`src/hw/coreParamsPkg.sv`:
```
// Core widths and lane counts

package coreParamsPkg;

    // Issue lanes of the back end
    localparam int INT_ISSUE_WIDTH = 2;
    localparam int LOAD_ISSUE_WIDTH = 1;

    // Memory consumers share the load lane
    localparam int MEM_ISSUE_WIDTH = 1;

    // Physical register number
    localparam int PREG_NUM_WIDTH = 6;
    typedef logic [PREG_NUM_WIDTH-1:0] pRegNum;

    // Operand word
    localparam int DATA_WIDTH = 32;
    typedef logic [DATA_WIDTH-1:0] dataWord;

endpackage

```
`src/hw/bypassPkg.sv`:
```
// Bypass stage codes and tag pipeline depths

package bypassPkg;
    import coreParamsPkg::*;

    // Producer stage that a select points at
    localparam int BYPASS_STAGE_WIDTH = 2;
    typedef logic [BYPASS_STAGE_WIDTH-1:0] bypassStage;

    localparam bypassStage BYPASS_STAGE_INT_EX = 2'd0;
    localparam bypassStage BYPASS_STAGE_INT_WB = 2'd1;
    localparam bypassStage BYPASS_STAGE_MEM_MA = 2'd2;
    localparam bypassStage BYPASS_STAGE_MEM_WB = 2'd3;

    // Lane indices, at least one bit each
    localparam int INT_LANE_IDX_WIDTH = 1;
    typedef logic [INT_LANE_IDX_WIDTH-1:0] intLaneIdx;

    localparam int MEM_LANE_IDX_WIDTH = 1;
    typedef logic [MEM_LANE_IDX_WIDTH-1:0] memLaneIdx;

    // Integer taps are EX and WB
    localparam int INT_TAG_DEPTH = 2;
    // Load taps are EX, MT, MA and WB
    localparam int MEM_TAG_DEPTH = 4;

    // Operands A and B of every consumer lane
    localparam int OPERAND_NUM = 2 * (INT_ISSUE_WIDTH + MEM_ISSUE_WIDTH);

endpackage

```
`src/hw/bypassController.sv`:
```
// Bypass controller for the RR stage

module bypassController
    import coreParamsPkg::*;
    import bypassPkg::*;
(
    input  logic       clk,
    input  logic       rstN,
    input  logic       stall,
    input  logic       clear,
    input  pRegNum     intDstRegNum   [INT_ISSUE_WIDTH],
    input  logic       intWriteReg    [INT_ISSUE_WIDTH],
    input  pRegNum     memDstRegNum   [LOAD_ISSUE_WIDTH],
    input  logic       memWriteReg    [LOAD_ISSUE_WIDTH],
    input  pRegNum     intSrcRegNumA  [INT_ISSUE_WIDTH],
    input  pRegNum     intSrcRegNumB  [INT_ISSUE_WIDTH],
    input  logic       intReadRegA    [INT_ISSUE_WIDTH],
    input  logic       intReadRegB    [INT_ISSUE_WIDTH],
    input  pRegNum     memSrcRegNumA  [MEM_ISSUE_WIDTH],
    input  pRegNum     memSrcRegNumB  [MEM_ISSUE_WIDTH],
    input  logic       memReadRegA    [MEM_ISSUE_WIDTH],
    input  logic       memReadRegB    [MEM_ISSUE_WIDTH],
    output logic       intSelValidA   [INT_ISSUE_WIDTH],
    output bypassStage intSelStageA   [INT_ISSUE_WIDTH],
    output intLaneIdx  intSelIntLaneA [INT_ISSUE_WIDTH],
    output memLaneIdx  intSelMemLaneA [INT_ISSUE_WIDTH],
    output logic       intSelValidB   [INT_ISSUE_WIDTH],
    output bypassStage intSelStageB   [INT_ISSUE_WIDTH],
    output intLaneIdx  intSelIntLaneB [INT_ISSUE_WIDTH],
    output memLaneIdx  intSelMemLaneB [INT_ISSUE_WIDTH],
    output logic       memSelValidA   [MEM_ISSUE_WIDTH],
    output bypassStage memSelStageA   [MEM_ISSUE_WIDTH],
    output intLaneIdx  memSelIntLaneA [MEM_ISSUE_WIDTH],
    output memLaneIdx  memSelMemLaneA [MEM_ISSUE_WIDTH],
    output logic       memSelValidB   [MEM_ISSUE_WIDTH],
    output bypassStage memSelStageB   [MEM_ISSUE_WIDTH],
    output intLaneIdx  memSelIntLaneB [MEM_ISSUE_WIDTH],
    output memLaneIdx  memSelMemLaneB [MEM_ISSUE_WIDTH]
);

    // Taps shared by every selector
    pRegNum intExRegNum [INT_ISSUE_WIDTH];
    logic   intExWrite  [INT_ISSUE_WIDTH];
    pRegNum intWbRegNum [INT_ISSUE_WIDTH];
    logic   intWbWrite  [INT_ISSUE_WIDTH];
    pRegNum memMaRegNum [LOAD_ISSUE_WIDTH];
    logic   memMaWrite  [LOAD_ISSUE_WIDTH];
    pRegNum memWbRegNum [LOAD_ISSUE_WIDTH];
    logic   memWbWrite  [LOAD_ISSUE_WIDTH];

    // Int: RR EX WB
    for (genvar i = 0; i < INT_ISSUE_WIDTH; i++) begin : gIntPipe
        pRegNum tapRegNum [INT_TAG_DEPTH];
        logic   tapWrite  [INT_TAG_DEPTH];

        bypassTagPipe #(.depth(INT_TAG_DEPTH)) tagPipe (
            .clk, .rstN, .stall, .clear,
            .dstRegNum(intDstRegNum[i]),
            .writeReg (intWriteReg[i]),
            .tapRegNum,
            .tapWrite
        );

        assign intExRegNum[i] = tapRegNum[0];
        assign intExWrite[i]  = tapWrite[0];
        assign intWbRegNum[i] = tapRegNum[INT_TAG_DEPTH-1];
        assign intWbWrite[i]  = tapWrite[INT_TAG_DEPTH-1];
    end

    // Mem: RR EX MT MA WB, only MA and WB carry data
    for (genvar i = 0; i < LOAD_ISSUE_WIDTH; i++) begin : gMemPipe
        pRegNum tapRegNum [MEM_TAG_DEPTH];
        logic   tapWrite  [MEM_TAG_DEPTH];

        bypassTagPipe #(.depth(MEM_TAG_DEPTH)) tagPipe (
            .clk, .rstN, .stall, .clear,
            .dstRegNum(memDstRegNum[i]),
            .writeReg (memWriteReg[i]),
            .tapRegNum,
            .tapWrite
        );

        assign memMaRegNum[i] = tapRegNum[MEM_TAG_DEPTH-2];
        assign memMaWrite[i]  = tapWrite[MEM_TAG_DEPTH-2];
        assign memWbRegNum[i] = tapRegNum[MEM_TAG_DEPTH-1];
        assign memWbWrite[i]  = tapWrite[MEM_TAG_DEPTH-1];
    end

    for (genvar i = 0; i < INT_ISSUE_WIDTH; i++) begin : gIntSel
        bypassSelect selA (
            .srcRegNum(intSrcRegNumA[i]), .readReg(intReadRegA[i]),
            .intExRegNum, .intExWrite, .intWbRegNum, .intWbWrite,
            .memMaRegNum, .memMaWrite, .memWbRegNum, .memWbWrite,
            .selValid(intSelValidA[i]), .selStage(intSelStageA[i]),
            .selIntLane(intSelIntLaneA[i]), .selMemLane(intSelMemLaneA[i])
        );
        bypassSelect selB (
            .srcRegNum(intSrcRegNumB[i]), .readReg(intReadRegB[i]),
            .intExRegNum, .intExWrite, .intWbRegNum, .intWbWrite,
            .memMaRegNum, .memMaWrite, .memWbRegNum, .memWbWrite,
            .selValid(intSelValidB[i]), .selStage(intSelStageB[i]),
            .selIntLane(intSelIntLaneB[i]), .selMemLane(intSelMemLaneB[i])
        );
    end

    for (genvar i = 0; i < MEM_ISSUE_WIDTH; i++) begin : gMemSel
        bypassSelect selA (
            .srcRegNum(memSrcRegNumA[i]), .readReg(memReadRegA[i]),
            .intExRegNum, .intExWrite, .intWbRegNum, .intWbWrite,
            .memMaRegNum, .memMaWrite, .memWbRegNum, .memWbWrite,
            .selValid(memSelValidA[i]), .selStage(memSelStageA[i]),
            .selIntLane(memSelIntLaneA[i]), .selMemLane(memSelMemLaneA[i])
        );
        bypassSelect selB (
            .srcRegNum(memSrcRegNumB[i]), .readReg(memReadRegB[i]),
            .intExRegNum, .intExWrite, .intWbRegNum, .intWbWrite,
            .memMaRegNum, .memMaWrite, .memWbRegNum, .memWbWrite,
            .selValid(memSelValidB[i]), .selStage(memSelStageB[i]),
            .selIntLane(memSelIntLaneB[i]), .selMemLane(memSelMemLaneB[i])
        );
    end

endmodule

```
`src/hw/bypassNetwork.sv`:
```
// Operand bypass data network into EX

module bypassNetwork
    import coreParamsPkg::*;
    import bypassPkg::*;
(
    input  logic       clk,
    input  logic       rstN,
    input  logic       stall,
    input  logic       clear,
    input  logic       intSelValidA   [INT_ISSUE_WIDTH],
    input  bypassStage intSelStageA   [INT_ISSUE_WIDTH],
    input  intLaneIdx  intSelIntLaneA [INT_ISSUE_WIDTH],
    input  memLaneIdx  intSelMemLaneA [INT_ISSUE_WIDTH],
    input  logic       intSelValidB   [INT_ISSUE_WIDTH],
    input  bypassStage intSelStageB   [INT_ISSUE_WIDTH],
    input  intLaneIdx  intSelIntLaneB [INT_ISSUE_WIDTH],
    input  memLaneIdx  intSelMemLaneB [INT_ISSUE_WIDTH],
    input  logic       memSelValidA   [MEM_ISSUE_WIDTH],
    input  bypassStage memSelStageA   [MEM_ISSUE_WIDTH],
    input  intLaneIdx  memSelIntLaneA [MEM_ISSUE_WIDTH],
    input  memLaneIdx  memSelMemLaneA [MEM_ISSUE_WIDTH],
    input  logic       memSelValidB   [MEM_ISSUE_WIDTH],
    input  bypassStage memSelStageB   [MEM_ISSUE_WIDTH],
    input  intLaneIdx  memSelIntLaneB [MEM_ISSUE_WIDTH],
    input  memLaneIdx  memSelMemLaneB [MEM_ISSUE_WIDTH],
    input  dataWord    intRfDataA     [INT_ISSUE_WIDTH],
    input  dataWord    intRfDataB     [INT_ISSUE_WIDTH],
    input  dataWord    memRfDataA     [MEM_ISSUE_WIDTH],
    input  dataWord    memRfDataB     [MEM_ISSUE_WIDTH],
    input  dataWord    intExResult    [INT_ISSUE_WIDTH],
    input  dataWord    intWbResult    [INT_ISSUE_WIDTH],
    input  dataWord    memMaResult    [LOAD_ISSUE_WIDTH],
    input  dataWord    memWbResult    [LOAD_ISSUE_WIDTH],
    output dataWord    intOperandA    [INT_ISSUE_WIDTH],
    output dataWord    intOperandB    [INT_ISSUE_WIDTH],
    output logic       intBypassedA   [INT_ISSUE_WIDTH],
    output logic       intBypassedB   [INT_ISSUE_WIDTH],
    output dataWord    memOperandA    [MEM_ISSUE_WIDTH],
    output dataWord    memOperandB    [MEM_ISSUE_WIDTH],
    output logic       memBypassedA   [MEM_ISSUE_WIDTH],
    output logic       memBypassedB   [MEM_ISSUE_WIDTH]
);

    localparam int MEM_A_BASE = 2 * INT_ISSUE_WIDTH;
    localparam int MEM_B_BASE = 2 * INT_ISSUE_WIDTH + MEM_ISSUE_WIDTH;

    // All operands in one flat view, int A, int B, mem A, mem B
    logic       selValid [OPERAND_NUM];
    bypassStage selStage [OPERAND_NUM];
    intLaneIdx  selInt   [OPERAND_NUM];
    memLaneIdx  selMem   [OPERAND_NUM];
    dataWord    rfData   [OPERAND_NUM];
    dataWord    operand  [OPERAND_NUM];

    // EX stage snapshot
    logic       liveQ;
    logic       validQ   [OPERAND_NUM];
    bypassStage stageQ   [OPERAND_NUM];
    intLaneIdx  intLaneQ [OPERAND_NUM];
    memLaneIdx  memLaneQ [OPERAND_NUM];
    dataWord    rfQ      [OPERAND_NUM];
    dataWord    intExQ   [INT_ISSUE_WIDTH];
    dataWord    intWbQ   [INT_ISSUE_WIDTH];
    dataWord    memMaQ   [LOAD_ISSUE_WIDTH];
    dataWord    memWbQ   [LOAD_ISSUE_WIDTH];

    always_comb begin
        for (int i = 0; i < INT_ISSUE_WIDTH; i++) begin
            selValid[i] = intSelValidA[i];
            selStage[i] = intSelStageA[i];
            selInt[i]   = intSelIntLaneA[i];
            selMem[i]   = intSelMemLaneA[i];
            rfData[i]   = intRfDataA[i];
            selValid[INT_ISSUE_WIDTH+i] = intSelValidB[i];
            selStage[INT_ISSUE_WIDTH+i] = intSelStageB[i];
            selInt[INT_ISSUE_WIDTH+i]   = intSelIntLaneB[i];
            selMem[INT_ISSUE_WIDTH+i]   = intSelMemLaneB[i];
            rfData[INT_ISSUE_WIDTH+i]   = intRfDataB[i];
        end
        for (int i = 0; i < MEM_ISSUE_WIDTH; i++) begin
            selValid[MEM_A_BASE+i] = memSelValidA[i];
            selStage[MEM_A_BASE+i] = memSelStageA[i];
            selInt[MEM_A_BASE+i]   = memSelIntLaneA[i];
            selMem[MEM_A_BASE+i]   = memSelMemLaneA[i];
            rfData[MEM_A_BASE+i]   = memRfDataA[i];
            selValid[MEM_B_BASE+i] = memSelValidB[i];
            selStage[MEM_B_BASE+i] = memSelStageB[i];
            selInt[MEM_B_BASE+i]   = memSelIntLaneB[i];
            selMem[MEM_B_BASE+i]   = memSelMemLaneB[i];
            rfData[MEM_B_BASE+i]   = memRfDataB[i];
        end
    end

    // liveQ low forces zero operands until the next capture
    always_ff @(posedge clk or negedge rstN) begin
        if (!rstN) begin
            liveQ <= 1'b0;
            for (int i = 0; i < OPERAND_NUM; i++) begin
                validQ[i] <= 1'b0;
            end
        end else if (clear) begin
            liveQ <= 1'b0;
            for (int i = 0; i < OPERAND_NUM; i++) begin
                validQ[i] <= 1'b0;
            end
        end else if (!stall) begin
            liveQ  <= 1'b1;
            validQ <= selValid;
        end
    end

    always_ff @(posedge clk) begin
        if (!stall) begin
            stageQ   <= selStage;
            intLaneQ <= selInt;
            memLaneQ <= selMem;
            rfQ      <= rfData;
            intExQ   <= intExResult;
            intWbQ   <= intWbResult;
            memMaQ   <= memMaResult;
            memWbQ   <= memWbResult;
        end
    end

    always_comb begin
        for (int i = 0; i < OPERAND_NUM; i++) begin
            if (!liveQ) begin
                operand[i] = '0;
            end else if (!validQ[i]) begin
                operand[i] = rfQ[i];
            end else begin
                case (stageQ[i])
                    BYPASS_STAGE_INT_EX: operand[i] = intExQ[intLaneQ[i]];
                    BYPASS_STAGE_INT_WB: operand[i] = intWbQ[intLaneQ[i]];
                    BYPASS_STAGE_MEM_MA: operand[i] = memMaQ[memLaneQ[i]];
                    default:             operand[i] = memWbQ[memLaneQ[i]];
                endcase
            end
        end
    end

    always_comb begin
        for (int i = 0; i < INT_ISSUE_WIDTH; i++) begin
            intOperandA[i]  = operand[i];
            intBypassedA[i] = validQ[i];
            intOperandB[i]  = operand[INT_ISSUE_WIDTH+i];
            intBypassedB[i] = validQ[INT_ISSUE_WIDTH+i];
        end
        for (int i = 0; i < MEM_ISSUE_WIDTH; i++) begin
            memOperandA[i]  = operand[MEM_A_BASE+i];
            memBypassedA[i] = validQ[MEM_A_BASE+i];
            memOperandB[i]  = operand[MEM_B_BASE+i];
            memBypassedB[i] = validQ[MEM_B_BASE+i];
        end
    end

    for (genvar i = 0; i < OPERAND_NUM; i++) begin : gStageCheck
        stageKnown : assert property (
            @(posedge clk) disable iff (!rstN) validQ[i] |-> !$isunknown(stageQ[i])
        );
    end

endmodule

```
`src/hw/bypassSelect.sv`:
```
// Source operand priority matcher

module bypassSelect
    import coreParamsPkg::*;
    import bypassPkg::*;
(
    input  pRegNum     srcRegNum,
    input  logic       readReg,
    input  pRegNum     intExRegNum [INT_ISSUE_WIDTH],
    input  logic       intExWrite  [INT_ISSUE_WIDTH],
    input  pRegNum     intWbRegNum [INT_ISSUE_WIDTH],
    input  logic       intWbWrite  [INT_ISSUE_WIDTH],
    input  pRegNum     memMaRegNum [LOAD_ISSUE_WIDTH],
    input  logic       memMaWrite  [LOAD_ISSUE_WIDTH],
    input  pRegNum     memWbRegNum [LOAD_ISSUE_WIDTH],
    input  logic       memWbWrite  [LOAD_ISSUE_WIDTH],
    output logic       selValid,
    output bypassStage selStage,
    output intLaneIdx  selIntLane,
    output memLaneIdx  selMemLane
);

    logic intHit;
    logic memHit;
    logic selTapHit;

    always_comb begin
        intHit     = 1'b0;
        memHit     = 1'b0;
        selStage   = BYPASS_STAGE_INT_EX;
        selIntLane = '0;
        selMemLane = '0;

        // Lowest integer lane first and EX before WB
        for (int i = 0; i < INT_ISSUE_WIDTH; i++) begin
            if (!intHit) begin
                if (readReg && intExWrite[i] && srcRegNum == intExRegNum[i]) begin
                    intHit     = 1'b1;
                    selStage   = BYPASS_STAGE_INT_EX;
                    selIntLane = intLaneIdx'(i);
                end else if (readReg && intWbWrite[i] && srcRegNum == intWbRegNum[i]) begin
                    intHit     = 1'b1;
                    selStage   = BYPASS_STAGE_INT_WB;
                    selIntLane = intLaneIdx'(i);
                end
            end
        end

        // A load producer wins over any integer match
        for (int i = 0; i < LOAD_ISSUE_WIDTH; i++) begin
            if (!memHit) begin
                if (readReg && memMaWrite[i] && srcRegNum == memMaRegNum[i]) begin
                    memHit     = 1'b1;
                    selStage   = BYPASS_STAGE_MEM_MA;
                    selMemLane = memLaneIdx'(i);
                end else if (readReg && memWbWrite[i] && srcRegNum == memWbRegNum[i]) begin
                    memHit     = 1'b1;
                    selStage   = BYPASS_STAGE_MEM_WB;
                    selMemLane = memLaneIdx'(i);
                end
            end
        end

        selValid = intHit || memHit;
    end

    // Tap named by the select fields, looked up again
    always_comb begin
        case (selStage)
            BYPASS_STAGE_INT_EX: begin
                selTapHit = intExWrite[selIntLane] && intExRegNum[selIntLane] == srcRegNum;
            end
            BYPASS_STAGE_INT_WB: begin
                selTapHit = intWbWrite[selIntLane] && intWbRegNum[selIntLane] == srcRegNum;
            end
            BYPASS_STAGE_MEM_MA: begin
                selTapHit = memMaWrite[selMemLane] && memMaRegNum[selMemLane] == srcRegNum;
            end
            default: begin
                selTapHit = memWbWrite[selMemLane] && memWbRegNum[selMemLane] == srcRegNum;
            end
        endcase
    end

    always_comb begin
        selNeedsRead : assert final (!selValid || (readReg && selTapHit));
    end

endmodule

```
`src/hw/bypassTagPipe.sv`:
```
// Destination tag delay chain

module bypassTagPipe
    import coreParamsPkg::*;
#(
    parameter int depth = 2
) (
    input  logic   clk,
    input  logic   rstN,
    input  logic   stall,
    input  logic   clear,
    input  pRegNum dstRegNum,
    input  logic   writeReg,
    output pRegNum tapRegNum [depth],
    output logic   tapWrite  [depth]
);

    pRegNum regNumQ [depth];
    logic   writeQ  [depth];

    // Valid bits empty on reset or clear
    always_ff @(posedge clk or negedge rstN) begin
        if (!rstN) begin
            for (int i = 0; i < depth; i++) begin
                writeQ[i] <= 1'b0;
            end
        end else if (clear) begin
            for (int i = 0; i < depth; i++) begin
                writeQ[i] <= 1'b0;
            end
        end else if (!stall) begin
            writeQ[0] <= writeReg;
            for (int i = 1; i < depth; i++) begin
                writeQ[i] <= writeQ[i-1];
            end
        end
    end

    // Register numbers only matter while their valid bit is set
    always_ff @(posedge clk) begin
        if (!stall) begin
            regNumQ[0] <= dstRegNum;
            for (int i = 1; i < depth; i++) begin
                regNumQ[i] <= regNumQ[i-1];
            end
        end
    end

    assign tapRegNum = regNumQ;
    assign tapWrite  = writeQ;

    for (genvar i = 0; i < depth; i++) begin : gTapCheck
        tapWriteKnown : assert property (
            @(posedge clk) disable iff (!rstN) !$isunknown(tapWrite[i])
        );
    end

endmodule

```
`src/hw/bypassUnit.sv`:
```
// Operand bypass unit

module bypassUnit
    import coreParamsPkg::*;
    import bypassPkg::*;
(
    input  logic    clk,
    input  logic    rstN,
    input  logic    stall,
    input  logic    clear,
    input  pRegNum  intDstRegNum  [INT_ISSUE_WIDTH],
    input  logic    intWriteReg   [INT_ISSUE_WIDTH],
    input  pRegNum  memDstRegNum  [LOAD_ISSUE_WIDTH],
    input  logic    memWriteReg   [LOAD_ISSUE_WIDTH],
    input  pRegNum  intSrcRegNumA [INT_ISSUE_WIDTH],
    input  pRegNum  intSrcRegNumB [INT_ISSUE_WIDTH],
    input  logic    intReadRegA   [INT_ISSUE_WIDTH],
    input  logic    intReadRegB   [INT_ISSUE_WIDTH],
    input  dataWord intRfDataA    [INT_ISSUE_WIDTH],
    input  dataWord intRfDataB    [INT_ISSUE_WIDTH],
    input  pRegNum  memSrcRegNumA [MEM_ISSUE_WIDTH],
    input  pRegNum  memSrcRegNumB [MEM_ISSUE_WIDTH],
    input  logic    memReadRegA   [MEM_ISSUE_WIDTH],
    input  logic    memReadRegB   [MEM_ISSUE_WIDTH],
    input  dataWord memRfDataA    [MEM_ISSUE_WIDTH],
    input  dataWord memRfDataB    [MEM_ISSUE_WIDTH],
    input  dataWord intExResult   [INT_ISSUE_WIDTH],
    input  dataWord intWbResult   [INT_ISSUE_WIDTH],
    input  dataWord memMaResult   [LOAD_ISSUE_WIDTH],
    input  dataWord memWbResult   [LOAD_ISSUE_WIDTH],
    output dataWord intOperandA   [INT_ISSUE_WIDTH],
    output dataWord intOperandB   [INT_ISSUE_WIDTH],
    output logic    intBypassedA  [INT_ISSUE_WIDTH],
    output logic    intBypassedB  [INT_ISSUE_WIDTH],
    output dataWord memOperandA   [MEM_ISSUE_WIDTH],
    output dataWord memOperandB   [MEM_ISSUE_WIDTH],
    output logic    memBypassedA  [MEM_ISSUE_WIDTH],
    output logic    memBypassedB  [MEM_ISSUE_WIDTH]
);

    // Select fields from RR into the network
    logic       intSelValidA   [INT_ISSUE_WIDTH];
    bypassStage intSelStageA   [INT_ISSUE_WIDTH];
    intLaneIdx  intSelIntLaneA [INT_ISSUE_WIDTH];
    memLaneIdx  intSelMemLaneA [INT_ISSUE_WIDTH];
    logic       intSelValidB   [INT_ISSUE_WIDTH];
    bypassStage intSelStageB   [INT_ISSUE_WIDTH];
    intLaneIdx  intSelIntLaneB [INT_ISSUE_WIDTH];
    memLaneIdx  intSelMemLaneB [INT_ISSUE_WIDTH];
    logic       memSelValidA   [MEM_ISSUE_WIDTH];
    bypassStage memSelStageA   [MEM_ISSUE_WIDTH];
    intLaneIdx  memSelIntLaneA [MEM_ISSUE_WIDTH];
    memLaneIdx  memSelMemLaneA [MEM_ISSUE_WIDTH];
    logic       memSelValidB   [MEM_ISSUE_WIDTH];
    bypassStage memSelStageB   [MEM_ISSUE_WIDTH];
    intLaneIdx  memSelIntLaneB [MEM_ISSUE_WIDTH];
    memLaneIdx  memSelMemLaneB [MEM_ISSUE_WIDTH];

    bypassController controller (.*);

    bypassNetwork network (.*);

endmodule

```
`config.mk`:
```
export PLATFORM = sky130hd
export DESIGN_NAME = bypassUnit
export DESIGN_NICKNAME = d
export VERILOG_FILES = /design/src/hw/coreParamsPkg.sv /design/src/hw/bypassPkg.sv /design/src/hw/bypassController.sv /design/src/hw/bypassNetwork.sv /design/src/hw/bypassSelect.sv /design/src/hw/bypassTagPipe.sv /design/src/hw/bypassUnit.sv
export SDC_FILE = /design/constraint.sdc
export NUM_CORES = 1
export LEC_CHECK = 0
export BUFFER_PORTS_ARGS = -buffer_cell sky130_fd_sc_hd__buf_2
export CAP_MARGIN = 0
export CORE_AREA = 4 4 322 245
export DETAILED_ROUTE_END_ITERATION = 8
export DIE_AREA = 0 0 326 249
export GPL_ROUTABILITY_DRIVEN = 0
export HOLD_SLACK_MARGIN = 0.1
export SYNTH_ARGS = -nofsm -noshare
export SYNTH_HDL_FRONTEND = slang
export SYNTH_SLANG_ARGS = --single-unit
```
`constraint.sdc`:
```
create_clock -name clk -period 1.8 [get_ports clk]
set_input_delay 0.36 -clock clk [delete_from_list [all_inputs] [get_ports clk]]
set_output_delay 0.36 -clock clk [all_outputs]
set_load 0.05 [all_outputs]
```
### Yosys cells after proc, flatten, opt, wreduce, memory -nomap -nowiden

Cells that the tools add are included.

| cells by class | value |
|---|---|
| equal/unequal tests | 49 |
| $lt $le $gt $ge | 6 |
| muxes and demuxes | 142 |
| bitwise gates (word level) | 6 |
| reductions and logical operators | 90 |

Operators with widths:

| cell | number |
|---|---|
| $mux 32 | 48 |
| $pmux 32 s3 | 6 |
| $eq 6x6->1 | 36 |
| $logic_and 1x1->1 | 72 |
| $mux 1 | 62 |
| $mux 2 | 22 |
| $eq 2x1->1 const B | 6 |
| $eq 2x2->1 const B | 6 |
| $ge 2x2->1 const B | 6 |
| $logic_not 2->1 | 6 |
| $mux 6 | 2 |
| $not 1->2 | 6 |
| $reduce_or 2->1 | 6 |
| $mux 4 | 2 |
| $logic_or 1x1->1 | 6 |
| $ne 2x1->1 const B | 1 |

| word-level totals | value |
|---|---|
| output and inout bits | 198 |
| word-level logic and storage cells | 346 |
| flip-flop bits (word level) | 465 |
| input port bits | 451 |

### Longest topological paths before layout

Gate-level depths: netlist of the first run.

| depth | value |
|---|---|
| word-level depth | 8 |
| depth in mapped cells | 8 |
| mapped depth without buffers | 5 |

### By module

A second synthesis of the first run with hierarchy kept.

| unflattened totals | value |
|---|---|
| cell total of the unflattened synthesis | 2958 |
| area, all modules | 31577.8 um2 |

Modules (own cells, without submodules):

| module | seq. area each (um2) | area each (um2) | times used | cells each |
|---|---|---|---|---|
| bypassNetwork | 12246.7 | 26440.4 | 1 | 2462 |
| bypassSelect | 0.0 | 560.5 | 6 | 70 |
| bypassTagPipe at controller.gMemPipe[0].tagPipe | 820.8 | 890.9 | 1 | 38 |
| bypassTagPipe at controller.gIntPipe[0].tagPipe ... | 410.4 | 441.7 | 2 | 19 |

### Worst setup path after synthesis of the first run

Ideal clock, no wire load.

| path | value |
|---|---|
| path type | input -> register |
| start point | input port stall |
| end point | register controller.gIntPipe[0].tagPipe.regNumQ, in the netlist controller.gIntPipe[0].tagPipe.tapRegNum[0], enable pin |
| path buffers | 1 |
| stages | 2 |
| slack | -8.212 ns |
| required time | 1.004 ns |
| arrival time | 9.216 ns |
| setup time | 0.796 ns |
| path through | clkbuf_1 inv_1 |

RTL lines:

| item | RTL line | source |
|---|---|---|
| start: declaration | bypassUnit.sv:9 | `input logic stall,` |
| end signal: indexed assignment | bypassTagPipe.sv:44 | `regNumQ[i] <= regNumQ[i-1];` |
| end: declaration | bypassTagPipe.sv:18 | `pRegNum regNumQ [depth];` |

No word-level cell between the ends.

==> summary.md, run 1 <==
| Metric | Value |
|---|---|
| Status | complete, but fails checks |
| Failing checks | negative setup slack |
| Crit-path max cell delay | 0.55 ns |
| Period Utilization, post-route | 168% |
| Vias in the first global route | 29900 |
| Worst-path fanout max | 7 |
| CTS tree | done |
| Syn_nets | 2875 |
| Leakage | 0.0191 uW |
| Ratio of cells with drive above 1 in the final layout | 56.4% |
| Sw frac | 31.4% |
| Critical Path Start Type | flop |
| Ys flop type | edfxtp_1 |
| Most frequent cells in the layout | buf_2, edfxtp_1, dlygate4sd3_1 |
| Mapped cell area | 28500 um2 |
| Place WS | -0.892 ns |
| H-tree depth | 2 |
| Power share of the combinational group | 29.6% |
| HP Class | in -> reg |
| CTS Buffer Depth | 3 |
| Routed Wire Length | 137 mm |
| Cell Int Power | 24300 uW |
| Post-synth EDFFs | 450 |
| RSZ-0062 raised after global routing | yes |
| Ports | 649 |
| Fmax | 331 MHz |
| Distinct cell type count after synthesis | 43 |
| Yosys warns | 0 |
| Clk pwr share | 31.7% |
| CP Buf/Inv Count | 4 |
| Most common cell after layout, fill and taps aside | buf_2 |
| Layout fillers | 5064 |
| Vias | 28900 |
| Gate Count Post-Synth | 2424 |
| Register area share after synthesis | 48.6% |
| Die H | 249 um |
| Worst vdd ir | 751 uV |
| FP Rows | 88 |
| Req. time, crit path | 1.44 ns |
| Slew headroom | 60.7% |
| HPWL Detailed | 86.2 mm |
| Port bufs | 648 |
| Clk Latency, worst-skew pair | 0.61 ns |
| DRT Pass-1 Iters | 5 |
| Worst path arrival time | 2.66 ns |
| Worst-Margin Slew | 0.587 ns |
| Worst path top cell family by delay | buffers and inverters |
| Pwr Density | 702 nW/um2 |
| Die area | 81200 um2 |
| DRC | 0 |
| Root Driver | clkbuf_16 |
| Largest net degree at the start of global routing | 53 |
| CP cell instances | buf_6 -> buf_12 -> buf_12 -> mux4_2 -> nor2_4 -> a211oi_2 -> a21oi_2 -> nor2_4 -> buf_8 |
| Sequential power share | 38.7% |
| Total GRT Usage | 31.5% |
| Max-slew violations | 0 |
| TritonCTS Buffers | 51 |
| Clock-pin slew on the worst setup and hold paths | 0.07 ns |
| MaxCap Viol Count | 0 |
| CP Capture Type | output port |
| Clock sinks | 465 |
| Final Hold Viols | 0 |
| Vias/cell | 5.80 |
| Die X | 326 um |
| Crit path kind | reg -> out |
| Initial Utilization | 37.5% |
| Asr flop ratio synth | 3.23% |
| Switching pwr | 11100 uW |
| Grt ovf | 0 |
| Skew final | 0.0113 ns |
| FF+latch count, synth | 465 |
| Tmin final | 3.02 ns |
| Wire per inst | 27.5 um |
| Final antenna-violating net count | 0 |
| Critical-path top delay cell | mux4_2 |
| Syn-to-layout area delta | 76.9% |
| Final nets | 4357 |
| Core region area | 76100 um2 |
| Pwr Total | 35500 uW |
| Setup ws final | -1.22 ns |
| First-pass GRT wire length | 194 mm |
| Avg Cell Area, Syn | 11.8 um2 |
| Initial antenna violation count | 7 |
| Count of final setup violators | 210 |
| 1st-iter DRT viols | 3169 |
-- what timing repair did --
| action | CTS | global route |
|---|---|---|
| setup endpoints to repair | 215 | 215 |
| setup buffers | 79 | 74 |
| pin swaps | 208 | 287 |
| gates cloned | 15 | 4 |
| gates resized for setup | 848 | 412 |
| endpoints found under the hold margin | 420 | 0 |
| hold buffers | 406 | 0 |
-- metal layers --
layer | vias up | track usage [%] | routed length [um]
li1 | 12100 | - | -
met1 | 14300 | 39.8 | 52100
met2 | 2034 | 53.5 | 66100
met3 | 447 | 6.33 | 12700
met4 | 2 | 12.1 | 6440
met5 | - | 0 | 11
-- registers in the layout, indices dropped and copies added, names as in the netlist, 6 cells and up --
signal and cells:
controller.gMemPipe.tagPipe.tapRegNum 24, controller.gIntPipe.tagPipe.tapRegNum 24, network.intExQ 64, network.memMaQ 32, network.intWbQ 64, network.stageQ 12
network.rfQ 192, network.intLaneQ 6, network.memWbQ 32
-- through the flow --
step | instances | hold WS (ns) | util (%) | setup TNS, ns | instance area, um2
floorplan | 2424 | 0.0644 | - | -2664.84 | 30300
global placement | 4357 | 0.337 | 50.5 | -95.16 | 38400
detailed placement | 4357 | 0.351 | 50.5 | -99.34 | 38400
CTS | 4928 | 0.147 | 63.5 | -207.33 | 48300
global route | 4986 | 0.177 | 66.4 | -221.85 | 50500
finish | 4988 | 0.197 | 66.4 | -205.95 | 50500
-- cells in the mapped netlist, types with 49 or more instances --
library cell	n	area [um2]
a21oi_1	202	1010
o211ai_1	59	443
mux4_2	145	3270
mux2i_1	263	2630
edfxtp_1	450	13500
a211oi_1	113	848
buf_2	80	400
xor2_1	99	867
nor2_1	337	1260
o21ai_0	49	245
xnor2_1	117	1020
nand2_1	135	507
clkbuf_1	133	499
-- layout make-up --
cell class | count | area, um2 | share of cell area, %
Antenna cell | 7 | 17.5 | 0.0347
Timing Repair Buffer | 1684 | 15900 | 31.6
Inverter | 11 | 57.6 | 0.114
Multi-Input combinational cell | 1693 | 17500 | 34.7
Clock inverter | 36 | 437 | 0.865
Sequential cell | 465 | 13900 | 27.5
Tap cell | 1035 | 1290 | 2.56
Clock buffer | 57 | 1300 | 2.57
-- final timing paths --
| kind | start | end | slack [ns] | cells after the start |
|---|---|---|---|---|
| worst max-delay path | network.intLaneQ[1] | memOperandA[13] | -1.22 | 9 |
| worst max register to register | controller.gIntPipe[0].tagPipe.tapRegNum[7] | network.intLaneQ[2] | -0.33 | 8 |
| worst min-delay path | clear | controller.gIntPipe[0].tagPipe.tapWrite[1] | 0.20 | 2 |
| max in group asynchronous | rstN | network.intBypassedA[1] | 1.13 | 2 |
| worst min register to register | controller.gMemPipe[0].tagPipe.tapRegNum[18] | controller.gMemPipe[0].tagPipe.tapRegNum[12] | 0.42 | 0 |
| min in group asynchronous | rstN | controller.gIntPipe[0].tagPipe.tapWrite[1] | 0.26 | 2 |
-- power groups by stage --
stage	logic, uW	registers, uW	clock network, uW
after floorplan	4740	13600	0
after global placement	7510	13800	0
after detailed placement	7640	13800	0
after CTS	9600	13600	11400
after global routing	10900	13800	11800
final	10500	13700	11300
-- cells by family after synthesis --
group,share of synthesized area [%]
and+or+nand+nor,8.54
AOI/OAI and AO/OA,10.6
DFF,48.6
muxes,21.3
buffers and inverters,4.30
xor gates and xnor gates,6.63
Note: power is estimated with default switching activity, not from simulation.
==> run 2: changes to the inputs <==
Settings changed: RECOVER_POWER set to 25.
==> run 2 against run 1 <==
- the run still ends with negative setup slack left
- sequential share of layout area about the same
- cell area decreased by 0.15%
- clock skew about the same
- combinational power about the same
- die area unchanged
- global-route usage unchanged
- core utilization decreased by 0.097 points
- clock power about the same
- via count about the same
==> summary.md, run 2 (synthesis gave the netlist of run 1 again) <==
| Metric | Value |
|---|---|
| Initial Utilization | 37.5% (unchanged) |
| RSZ-0062 raised after global routing | yes |
| Crit-path max cell delay | 0.39 ns (-0.16 ns) |
| Grt ovf | 0 (unchanged) |
| Port bufs | 648 (unchanged) |
| DRT Pass-1 Iters | 6 (+1) |
| Design Area, Final | 50400 um2 (-0.15%) |
| Most frequent cells in the layout | edfxtp_1, buf_2, dlygate4sd3_1 |
| Die area | 81200 um2 (unchanged) |
| Layout fillers | 5081 (+0.34%) |
| Total GRT Usage | 31.5% (unchanged) |
| DRC | 0 (unchanged) |
| Biggest regs | network.rfQ (192), network.intExQ (64), network.intWbQ (64) |
| Critical-path top delay cell | edfxtp_1 |
| FP Rows | 88 (unchanged) |
| Largest net degree at the start of global routing | 53 (unchanged) |
| Crit path kind | reg -> out |
| Vias | 28900 (-0.052%) |
| TritonCTS Buffers | 51 (unchanged) |
| CP cell instances | buf_4 -> buf_12 -> mux4_2 -> nor2_2 -> a21oi_2 -> mux2i_2 -> nor2_4 -> buf_8 |
| Leakage | 0.0190 uW (-0.36%) |
| Die X | 326 um (unchanged) |
| Routed Wire Length | 137 mm (about the same) |
| Final antenna-violating net count | 0 (unchanged) |
| CTS tree | done |
| Most common cell after layout, fill and taps aside | edfxtp_1 |
| Vias in the first global route | 29900 (unchanged) |
| Ports | 649 (unchanged) |
| Worst path arrival time | 2.64 ns (-0.02 ns) |
| Final Hold Viols | 0 (unchanged) |
| Skew final | 0.0114 ns (+0.0000294 ns) |
| Final nets | 4357 (unchanged) |
| Worst path top cell family by delay | buffers and inverters |
| Core region area | 76100 um2 (unchanged) |
| Fmax | 333 MHz (+0.72%) |
| Die H | 249 um (unchanged) |
| Clock sinks | 465 (unchanged) |
| Worst vdd ir | 750 uV (about the same) |
| 1st-iter DRT viols | 3204 (+1.1%) |
| HP Class | in -> reg |
| Worst-Margin Slew | 1.21 ns (+0.623 ns) |
| Placed cell area | 38400 um2 (unchanged) |
| Final core occ | 66.3% (-0.097 points) |
| Slew headroom | 19.3% (-41 points) |
| Req. time, crit path | 1.44 ns (about the same) |
| CP Buf/Inv Count | 3 (-1) |
| Largest register FFs | 192 (unchanged) |
| Setup TNS | -206.74 ns (-0.794 ns) |
| Root Driver | clkbuf_16 |
| Max-slew violations | 0 (unchanged) |
| H-tree depth | 2 (unchanged) |
| Initial antenna violation count | 7 (unchanged) |
| Top reg by flops | network.rfQ |
| DP Cell Count | 4357 (unchanged) |
| CTS Buffer Depth | 3 (unchanged) |
| Setup ws final | -1.20 ns (+0.0217 ns) |
| Ratio of cells with drive above 1 in the final layout | 55.9% (-0.48 points) |
| Count of final setup violators | 233 (+11%) |
| Clk Latency, worst-skew pair | 0.61 ns (about the same) |
| MaxCap Viol Count | 0 (unchanged) |
| Non-Filler Instances | 4987 (-0.020%) |
| Syn-to-layout area delta | 76.6% |
| First-pass GRT wire length | 194 mm (unchanged) |
| Wire per inst | 27.6 um (+0.11%) |
| Failing checks | negative setup slack |
| Period Utilization, post-route | 167% (-1.2 points) |
| Worst-path fanout max | 20 (+13) |
| Status | complete, but fails checks |
| Critical Path Start Type | flop |
| Pwr Density | 704 nW/um2 (+0.16%) |
| Tmin final | 3.00 ns (-0.0217 ns) |
| CP Capture Type | output port |
| Clock-pin slew on the worst setup and hold paths | 0.07 ns (about the same) |
| Vias/cell | 5.80 (about the same) |
| HPWL Detailed | 86.2 mm (unchanged) |
## run 2: report_power, final
| group | leakage, uW | internal (uW) | total, uW | switching [uW] |
|---|---|---|---|---|
| clock network | 0.000840 | 6510 | 11300 | 4760 |
| registers | 0.00461 | 12800 | 13700 | 886 |
| logic | 0.0136 | 4990 | 10500 | 5500 |
## run 2: layout make-up
cell class                 instances  area (um2)  area share [%]
antenna                            6        15.0          0.0298
multi-input combinational       1693       17500            34.8
clock buffer                      57        1300            2.58
tap                             1035        1290            2.57
sequential                       465       13900            27.6
inverter                          11        55.1           0.109
timing repair buffer            1684       15900            31.5
clock inverter                    36         437           0.866
## run 2: layer usage
layer / vias to the layer above / wire, um / track usage, % / share of wire, %
li1: 12100 / - / - / -
met1: 14300 / 52000 / 39.8 / 38
met2: 2015 / 66200 / 53.5 / 48
met3: 448 / 12800 / 6.33 / 9.3
met4: 2 / 6430 / 12.1 / 4.7
met5: - / 11 / 0 / 0.0080
## run 2: repair_timing
| item | in CTS | in global routing |
|---|---|---|
| endpoints found under the setup margin | 215 | 215 |
| endpoints found under the hold margin | 420 | 0 |
| setup buffers | 79 | 74 |
| gates resized for setup | 848 | 412 |
| hold buffers | 406 | 0 |
| pin swaps | 208 | 287 |
| gates cloned | 15 | 4 |
## run 2: worst paths after layout
check / end / depth (start not counted) / start / slack [ns]
worst max-delay path: intOperandA[13] / 8 / network.stageQ[8] / -1.20
worst min-delay path: controller.gIntPipe[0].tagPipe.tapWrite[1] / 2 / clear / 0.20
worst max register to register: network.stageQ[4] / 8 / controller.gIntPipe[0].tagPipe.tapRegNum[7] / -0.36
worst min register to register: controller.gMemPipe[0].tagPipe.tapRegNum[12] / 0 / controller.gMemPipe[0].tagPipe.tapRegNum[18] / 0.42
max in group asynchronous: network.intBypassedA[1] / 2 / rstN / 1.13
min in group asynchronous: controller.gIntPipe[0].tagPipe.tapWrite[1] / 2 / rstN / 0.26
## run 2: metrics by stage
step,total power (uW),setup WS (ns),hold slack [ns]
floorplan,18300,-5.86,0.0644
global placement,21300,-0.906,0.337
detailed placement,21400,-0.892,0.351
CTS,34600,-1.19,0.147
global route,36500,-1.37,0.177
finish,35500,-1.20,0.198
